==> config.mk <==
export PLATFORM = sky130hd
export DESIGN_NAME = encoder_soc
export DESIGN_NICKNAME = d
export VERILOG_FILES = /design/src/logic/encoder_soc_pkg.sv /design/src/logic/hexdisp.sv /design/src/logic/quad_encoder_wb.sv /design/src/logic/hex_display_wb.sv /design/src/logic/wb_slave_mux.sv /design/src/logic/encoder_soc.sv
export VERILOG_INCLUDE_DIRS = /design/src /design/src/logic
export SDC_FILE = /design/constraint.sdc
export NUM_CORES = 1
export LEC_CHECK = 0
export ABC_CLOCK_PERIOD_IN_PS = 8400
export BUFFER_PORTS_ARGS = -buffer_cell sky130_fd_sc_hd__buf_2
export CORE_ASPECT_RATIO = 1.2
export CORE_MARGIN = 2
export CORE_UTILIZATION = 28
export DETAILED_ROUTE_END_ITERATION = 16
export RECOVER_POWER = 25
export SLEW_MARGIN = 15
export SYNTH_ARGS = -nofsm -noshare
export SYNTH_HDL_FRONTEND = slang
export SYNTH_HIERARCHICAL = 1
export SYNTH_SLANG_ARGS = --single-unit
==> constraint.sdc <==
create_clock -name clock_50 -period 8.4 [get_ports clock_50]
set_clock_uncertainty 0.15 [all_clocks]
set_input_delay 0.84 -clock clock_50 [delete_from_list [all_inputs] [get_ports clock_50]]
set_output_delay 0.84 -clock clock_50 [all_outputs]
set_load 0.05 [all_outputs]
==> src/logic/encoder_soc_params.svh <==
`ifndef ENCODER_SOC_PARAMS_SVH
`define ENCODER_SOC_PARAMS_SVH

// Wishbone word address
// The top bit picks the slave, the rest the register
`define WB_ADDR_W 4

// Encoder positions, count wraps between 23 and 0
`define ENC_POSITIONS 24

// Depth of the pin synchronizers
`define SYNC_STAGES 2

// Seven-segment digits on the board
`define NUM_DIGITS 8

`endif

==> src/logic/encoder_soc_pkg.sv <==
`include "encoder_soc_params.svh"

package encoder_soc_pkg;

  // One digit, segment a in bit 0 up to g in bit 6, low lights it
  typedef logic [6:0] seg_t;

  // Display word, seen by the bus as one word and by the decoders as nibbles
  typedef union packed {
    logic [`NUM_DIGITS*4-1:0]    raw;
    logic [`NUM_DIGITS-1:0][3:0] digit;
  } disp_word_u;

  // Encoder register map
  typedef enum logic [`WB_ADDR_W-2:0] {
    ENC_POSITION = 3'd0,
    ENC_COLOR    = 3'd1,
    ENC_STATUS   = 3'd2,
    ENC_ENABLE   = 3'd3
  } enc_reg_e;

  // Display register map
  typedef enum logic [`WB_ADDR_W-2:0] {
    DISP_VALUE = 3'd0,
    DISP_BLANK = 3'd1
  } disp_reg_e;

endpackage

==> src/logic/hexdisp.sv <==
`timescale 1ns/1ns

module hexdisp (
  input  logic [3:0]           in,
  output encoder_soc_pkg::seg_t out
);

  // Segment order g f e d c b a, active low
  always_comb begin
    case (in)
      4'h0: out = 7'b1000000;
      4'h1: out = 7'b1111001;
      4'h2: out = 7'b0100100;
      4'h3: out = 7'b0110000;
      4'h4: out = 7'b0011001;
      4'h5: out = 7'b0010010;
      4'h6: out = 7'b0000010;
      4'h7: out = 7'b1111000;
      4'h8: out = 7'b0000000;
      4'h9: out = 7'b0010000;
      // Letters, lower case b and d so they differ from 8 and 0
      4'ha: out = 7'b0001000;
      4'hb: out = 7'b0000011;
      4'hc: out = 7'b1000110;
      4'hd: out = 7'b0100001;
      4'he: out = 7'b0000110;
      default: out = 7'b0001110;
    endcase
  end

endmodule

==> src/logic/quad_encoder_wb.sv <==
`timescale 1ns/1ns
`include "encoder_soc_params.svh"

module quad_encoder_wb (
  input  logic                  clock_50,
  input  logic                  reset,
  input  logic [1:0]            quad,
  input  logic                  button,
  input  logic                  cyc,
  input  logic                  stb,
  input  logic                  we,
  input  logic [`WB_ADDR_W-2:0] adr,
  input  logic [31:0]           dat_w,
  output logic [31:0]           dat_r,
  output logic                  ack,
  output logic [2:0]            rgb
);

  import encoder_soc_pkg::*;

  localparam int POS_W = $clog2(`ENC_POSITIONS);

  logic [`SYNC_STAGES-1:0] a_sync;
  logic [`SYNC_STAGES-1:0] b_sync;
  logic [`SYNC_STAGES-1:0] btn_sync;
  logic                    a_level;
  logic                    b_level;
  logic                    btn_level;
  logic                    a_prev;
  logic                    btn_prev;
  logic                    a_rise;
  logic                    btn_rise;
  logic [POS_W-1:0]        position;
  logic [2:0]              color;
  logic                    enable;
  logic                    press_latch;
  logic                    held;
  logic                    access;
  logic                    wr_pos;
  logic                    wr_status;
  logic                    wr_enable;

  // Encoder pins and button are asynchronous to clock_50
  always_ff @(posedge clock_50) begin
    if (reset) begin
      a_sync   <= '0;
      b_sync   <= '0;
      btn_sync <= '0;
      a_prev   <= 1'b0;
      btn_prev <= 1'b0;
    end else begin
      a_sync   <= {a_sync[`SYNC_STAGES-2:0], quad[0]};
      b_sync   <= {b_sync[`SYNC_STAGES-2:0], quad[1]};
      btn_sync <= {btn_sync[`SYNC_STAGES-2:0], button};
      a_prev   <= a_level;
      btn_prev <= btn_level;
    end
  end

  assign a_level   = a_sync[`SYNC_STAGES-1];
  assign b_level   = b_sync[`SYNC_STAGES-1];
  assign btn_level = btn_sync[`SYNC_STAGES-1];
  assign a_rise    = a_level & ~a_prev;
  assign btn_rise  = btn_level & ~btn_prev;

  // One access per strobe, decoded in the cycle before ack
  assign access    = cyc && stb && !ack && !held;
  assign wr_pos    = access && we && (enc_reg_e'(adr) == ENC_POSITION);
  assign wr_status = access && we && (enc_reg_e'(adr) == ENC_STATUS);
  assign wr_enable = access && we && (enc_reg_e'(adr) == ENC_ENABLE);

  // Bus write beats a quadrature step in the same cycle
  always_ff @(posedge clock_50) begin
    if (reset) begin
      position <= '0;
    end else if (wr_pos) begin
      position <= POS_W'(dat_w % `ENC_POSITIONS);
    end else if (a_rise) begin
      if (!b_level) begin
        position <= (position == POS_W'(`ENC_POSITIONS - 1)) ? '0 : position + 1'b1;
      end else begin
        position <= (position == '0) ? POS_W'(`ENC_POSITIONS - 1) : position - 1'b1;
      end
    end
  end

  always_ff @(posedge clock_50) begin
    if (reset) begin
      press_latch <= 1'b0;
      enable      <= 1'b0;
    end else begin
      // A new press wins over a clearing write
      if (btn_rise) begin
        press_latch <= 1'b1;
      end else if (wr_status) begin
        press_latch <= 1'b0;
      end
      if (wr_enable) begin
        enable <= dat_w[0];
      end
    end
  end

  always_ff @(posedge clock_50) begin
    if (reset) begin
      ack  <= 1'b0;
      held <= 1'b0;
    end else begin
      ack <= access;
      if (!stb) begin
        held <= 1'b0;
      end else if (ack) begin
        held <= 1'b1;
      end
    end
  end

  always_ff @(posedge clock_50) begin
    if (access) begin
      case (enc_reg_e'(adr))
        ENC_POSITION: dat_r <= 32'(position);
        ENC_COLOR:    dat_r <= 32'(color);
        ENC_STATUS:   dat_r <= {30'b0, press_latch, btn_level};
        ENC_ENABLE:   dat_r <= {31'b0, enable};
        default:      dat_r <= '0;
      endcase
    end
  end

  // Red, green, blue for each third of a turn
  always_comb begin
    if (position < POS_W'(8)) begin
      color = 3'b100;
    end else if (position < POS_W'(16)) begin
      color = 3'b010;
    end else begin
      color = 3'b001;
    end
  end

  assign rgb = enable ? color : 3'b000;

  position_in_range: assert property (
    @(posedge clock_50) disable iff (reset) position < `ENC_POSITIONS
  );

  ack_needs_request: assert property (
    @(posedge clock_50) disable iff (reset) ack |-> (cyc && stb)
  );

endmodule

==> src/logic/hex_display_wb.sv <==
`timescale 1ns/1ns
`include "encoder_soc_params.svh"

module hex_display_wb (
  input  logic                  clock_50,
  input  logic                  reset,
  input  logic                  cyc,
  input  logic                  stb,
  input  logic                  we,
  input  logic [`WB_ADDR_W-2:0] adr,
  input  logic [31:0]           dat_w,
  output logic [31:0]           dat_r,
  output logic                  ack,
  output encoder_soc_pkg::seg_t hex [`NUM_DIGITS]
);

  import encoder_soc_pkg::*;

  disp_word_u             value;
  logic [`NUM_DIGITS-1:0] blank;
  logic                   held;
  logic                   access;
  seg_t                   decoded [`NUM_DIGITS];

  assign access = cyc && stb && !ack && !held;

  always_ff @(posedge clock_50) begin
    if (reset) begin
      value.raw <= '0;
      blank     <= '0;
      ack       <= 1'b0;
      held      <= 1'b0;
    end else begin
      ack <= access;
      if (!stb) begin
        held <= 1'b0;
      end else if (ack) begin
        held <= 1'b1;
      end
      if (access && we) begin
        case (disp_reg_e'(adr))
          DISP_VALUE: value.raw <= dat_w;
          DISP_BLANK: blank <= dat_w[`NUM_DIGITS-1:0];
          default:    ;
        endcase
      end
    end
  end

  always_ff @(posedge clock_50) begin
    if (access) begin
      case (disp_reg_e'(adr))
        DISP_VALUE: dat_r <= value.raw;
        DISP_BLANK: dat_r <= 32'(blank);
        default:    dat_r <= '0;
      endcase
    end
  end

  // Each digit decodes its own nibble unless blanked
  for (genvar i = 0; i < `NUM_DIGITS; i++) begin : g_digit
    hexdisp dec (
      .in  (value.digit[i]),
      .out (decoded[i])
    );
    assign hex[i] = blank[i] ? 7'b1111111 : decoded[i];
  end

  // Master keeps its request steady through the ack cycle
  request_held: assert property (
    @(posedge clock_50) disable iff (reset)
      access |=> (cyc && stb && $stable(adr) && $stable(we) && $stable(dat_w))
  );

endmodule

==> src/logic/wb_slave_mux.sv <==
`timescale 1ns/1ns

module wb_slave_mux (
  input  logic        adr_sel,
  input  logic        stb,
  input  logic        enc_ack,
  input  logic        disp_ack,
  input  logic [31:0] enc_dat_r,
  input  logic [31:0] disp_dat_r,
  output logic        enc_stb,
  output logic        disp_stb,
  output logic        ack,
  output logic [31:0] dat_r
);

  // Select bit low is the encoder, high the display
  assign enc_stb  = stb & ~adr_sel;
  assign disp_stb = stb & adr_sel;

  assign ack = enc_ack | disp_ack;

  // Idle bus reads as zero
  always_comb begin
    if (enc_ack) begin
      dat_r = enc_dat_r;
    end else if (disp_ack) begin
      dat_r = disp_dat_r;
    end else begin
      dat_r = '0;
    end
  end

  // Only one slave ever holds the strobe
  acks_exclusive: assert final (!(enc_ack && disp_ack))
    else $error("both slaves acknowledged in the same cycle");

endmodule

==> src/logic/encoder_soc.sv <==
`timescale 1ns/1ns
`include "encoder_soc_params.svh"

module encoder_soc (
  input  logic                  clock_50,
  input  logic                  reset,
  input  logic [1:0]            quad,
  input  logic                  pb,
  input  logic                  wb_cyc,
  input  logic                  wb_stb,
  input  logic                  wb_we,
  input  logic [`WB_ADDR_W-1:0] wb_adr,
  input  logic [31:0]           wb_dat_w,
  output logic [31:0]           wb_dat_r,
  output logic                  wb_ack,
  output logic [2:0]            rgb,
  output encoder_soc_pkg::seg_t hex0,
  output encoder_soc_pkg::seg_t hex1,
  output encoder_soc_pkg::seg_t hex2,
  output encoder_soc_pkg::seg_t hex3,
  output encoder_soc_pkg::seg_t hex4,
  output encoder_soc_pkg::seg_t hex5,
  output encoder_soc_pkg::seg_t hex6,
  output encoder_soc_pkg::seg_t hex7
);

  import encoder_soc_pkg::*;

  logic        enc_stb;
  logic        disp_stb;
  logic        enc_ack;
  logic        disp_ack;
  logic [31:0] enc_dat_r;
  logic [31:0] disp_dat_r;
  seg_t        hex [`NUM_DIGITS];

  wb_slave_mux mux0 (
    .adr_sel    (wb_adr[`WB_ADDR_W-1]),
    .stb        (wb_stb),
    .enc_ack    (enc_ack),
    .disp_ack   (disp_ack),
    .enc_dat_r  (enc_dat_r),
    .disp_dat_r (disp_dat_r),
    .enc_stb    (enc_stb),
    .disp_stb   (disp_stb),
    .ack        (wb_ack),
    .dat_r      (wb_dat_r)
  );

  // Rotary encoder with push button
  quad_encoder_wb enc0 (
    .clock_50 (clock_50),
    .reset    (reset),
    .quad     (quad),
    .button   (pb),
    .cyc      (wb_cyc),
    .stb      (enc_stb),
    .we       (wb_we),
    .adr      (wb_adr[`WB_ADDR_W-2:0]),
    .dat_w    (wb_dat_w),
    .dat_r    (enc_dat_r),
    .ack      (enc_ack),
    .rgb      (rgb)
  );

  hex_display_wb disp0 (
    .clock_50 (clock_50),
    .reset    (reset),
    .cyc      (wb_cyc),
    .stb      (disp_stb),
    .we       (wb_we),
    .adr      (wb_adr[`WB_ADDR_W-2:0]),
    .dat_w    (wb_dat_w),
    .dat_r    (disp_dat_r),
    .ack      (disp_ack),
    .hex      (hex)
  );

  // Board digit pins, hex0 is the rightmost
  assign hex0 = hex[0];
  assign hex1 = hex[1];
  assign hex2 = hex[2];
  assign hex3 = hex[3];
  assign hex4 = hex[4];
  assign hex5 = hex[5];
  assign hex6 = hex[6];
  assign hex7 = hex[7];

endmodule

==> flow_summary.toml <==
[die]
start_util_pct = 28.48
die_y_um = 207.9
rows = 74
core_um2 = 34070
io_pins = 136
die_area_um2 = 36170
die_x_um = 173.9

[detailed_routing]
wl_per_cell_um = 15.42
drt-total-wl_um = 25170
drc_errors = 0
first_iter_violations = 485
vias = 8274
firstDrtPassIters = 7
routed_via_density = 5.070
ant_nets = 0

[logic_synthesis]
yosys_register_bits = 96
ys_top_cells_by_area = "dfxtp_1 12%, edfxtp_1 11%, ha_1 7.5%"
yosys-top-cells-count = "72 x nor2_1, 62 x a21oi_1, 59 x dfxtp_1, 58 x ha_1, 58 x or2_2"
ys_warn_count = 6
synth_area_um2 = 9704
synth_top_area_cell = "dfxtp_1"
synth_seq_area_share_pct = 23.62
synth_ff_type = "dfxtp_1"
avgSynthCellArea_um2 = 8.830
synth_edf_count = 37
syn-instance-count = 1099
post-synth-top-count-cell = "nor2_1"
synth_top_area_share_pct = 12.17
async_flop_share_pct = 0
ys_types = 100

[timing]
fin_crit_ns = 7.258
tightest_slew_ns = 2.864
final-setup-viol-count = 0
hold_violations = 0
max_freq_mhz = 137.8
rsz0062_at_grt = "false"
tns_ns = 0
fin_crit_sh_pct = 86.41
drv_slew = 170
max-slew-margin-rel_pct = -90.92

[placed_design]
gp_congestion = 0.8300
hpwl_um = 18930
io_buffers = 135
placed_area_um2 = 10350

[global_route]
grt_pass1_vias = 7642
globalRouteOverflowTotal = 0
antenna_found_initial = 7
grt_pass1_wl_um = 40890
grt_max_degree = 68
track_usage_pct = 13.55

[status]
failed_checks = "capacitance limit, slew limit"
outcome = "finished, violations left"

[critical_path]
ff2ff_setup_slack_ns = 5.35
timing.rr.start = "enc0/ack"
worst-path-max-fanout = 13
worst_setup_path_end_kind = "flip-flop"
cp-startpoint = "wb_dat_w[27]"
worstSetupPathType = "in -> reg"
required_ns = 8.36
reg2regPathDepth = 7
critPathCapture = "enc0/position[4]"
r2r-end = "enc0/position[4]"
cp-start-kind = "input pin"
arrival_ns = 7.22

[final_layout]
final_area_um2 = 10630
nets = 1269
fillers = 3587
layout-drive-gt1-share_pct = 25.09
area_delta_synth_final_pct = 9.515

[power]
p_per_area_nw_per_um2 = 110.8
max-vdd-ir-drop_mv = 0.07938
p_leak_nw = 4.280

[cts]
hold_buffers = 0
numCtsBuffers = 9
clk_pin_slew_ns = 0.07
cts_resized = 0
h-tree-depth = 3
cts_setup_buffers = 0
cts_tree = "yes"
clock_path_buffers = 2
clock_sinks = 96
cts_root_buffer = "clkbuf_16"
clock_latency_ns = 0.35

[min_path]
hp-class = "reg -> reg"

[run]
cap_violations = 3
## power by group
group	switching [mW]	total, mW	internal [mW]
registers	0.00663	0.494	0.488
logic	0.192	0.292	0.0998
clock network	0.188	0.391	0.204
## final cells by class
type	count	area [µm²]	share of cell area (%)
timing repair buffer	142	715.7	6.734
antenna	4	10.01	0.09418
clock inverter	7	52.55	0.4945
sequential	96	2292	21.57
multi-input combinational	877	6608	62.17
inverter	41	153.9	1.448
tap	456	570.5	5.368
clock buffer	9	225.2	2.119
## per-stage QoR
stage | setup slack (ns) | cells | hold WS (ns) | power (mW) | util [%]
floorplan | 1.639 | 1125 | 0.2638 | 0.7498 | -
global placement | 1.068 | 1612 | 0.2660 | 0.7936 | 30.38
detailed placement | 0.9163 | 1612 | 0.2793 | 0.7945 | 30.38
CTS | 1.273 | 1628 | 0.2908 | 1.186 | 31.20
global route | 0.5403 | 1630 | 0.3115 | 1.239 | 31.18
finish | 1.142 | 1632 | 0.2870 | 1.178 | 31.19
## how the worst min path moves through the flow
| stage | from | end | cells past startpoint |
|---|---|---|---|
| 2_1_floorplan | enc0/a_sync[0] | enc0/a_sync[1] | 1 |
| 4_1_cts | enc0/b_sync[0] | enc0/b_sync[1] | 1 |
| 3_5_place_dp | enc0/b_sync[0] | enc0/b_sync[1] | 1 |
| 5_1_grt | enc0/a_sync[0] | enc0/a_sync[1] | 1 |
| 6_report | enc0/b_sync[0] | enc0/b_sync[1] | 1 |
| 3_3_place_gp | enc0/btn_sync[0] | enc0/btn_sync[1] | 1 |
## state kept, by name, summed over array words and instances, names as in the netlist, 2 cells and up
register	flops
enc0/a_sync	2
enc0/b_sync	2
disp0/dat_r	32
enc0/position	5
disp0/blank	8
enc0/dat_r	5
disp0/value	32
enc0/btn_sync	2
## cell usage in the layout, fill, tap and decap left out, types with 17 or more instances in the layout
cell type,count
a21oi_1,62
nand2b_1,25
nand4_1,41
mux2i_1,49
or2_2,58
nor2b_1,29
ha_1,58
conb_1,27
nor2_1,72
o31ai_2,30
nand2_1,44
dfxtp_1,59
inv_1,39
o21ai_0,33
nor3_1,22
edfxtp_1,37
a22o_1,56
and2_0,17
and2_1,21
buf_2,134
## logic make-up (layout without fill, tap and decap cells)
logic type / Yosys count / in the layout / share of synthesized area (%)
buf+inv: 152 / 199 / 9.361
other cells: 1 / 31 / 0.03864
simple gates: 420 / 420 / 25.35
fa+ha+maj: 58 / 58 / 7.478
mux: 71 / 71 / 8.961
xor+xnor: 13 / 13 / 1.173
flops: 96 / 96 / 23.62
compound gates: 288 / 288 / 24.02
## worst max-delay path, stage by stage
cell and delay [ns]:
buf_2 0.17, or4b_1 0.54, mux2i_1 0.23, o22a_1 0.28
a211oi_1 0.08, a211o_1 0.28, a2bb2oi_1 0.36, and2_1 0.43
o21bai_2 0.28, nand3_2 0.22, a221oi_1 0.30, a32o_1 0.42
nand2_1 0.28, o221a_2 0.33, a211oi_1 0.39, o211ai_2 0.25
a21o_1 0.22, a211o_1 0.28, o22a_1 0.29, mux2_2 0.29
a2111oi_1 0.37, nor3_1 0.07
## per-layer routing
metal / global-route usage [%] / vias up / routed length [µm] / share of wire (%)
met4: 3.970 / 6 / 499 / 2.0
met3: 2.156 / 34 / 1099 / 4.4
met2: 23.01 / 177 / 12000 / 48
met1: 17.67 / 3897 / 11530 / 46
li1: - / 4160 / - / -
met5: 0 / - / 37 / 0.15
Note: power is estimated with default switching activity, not from simulation.
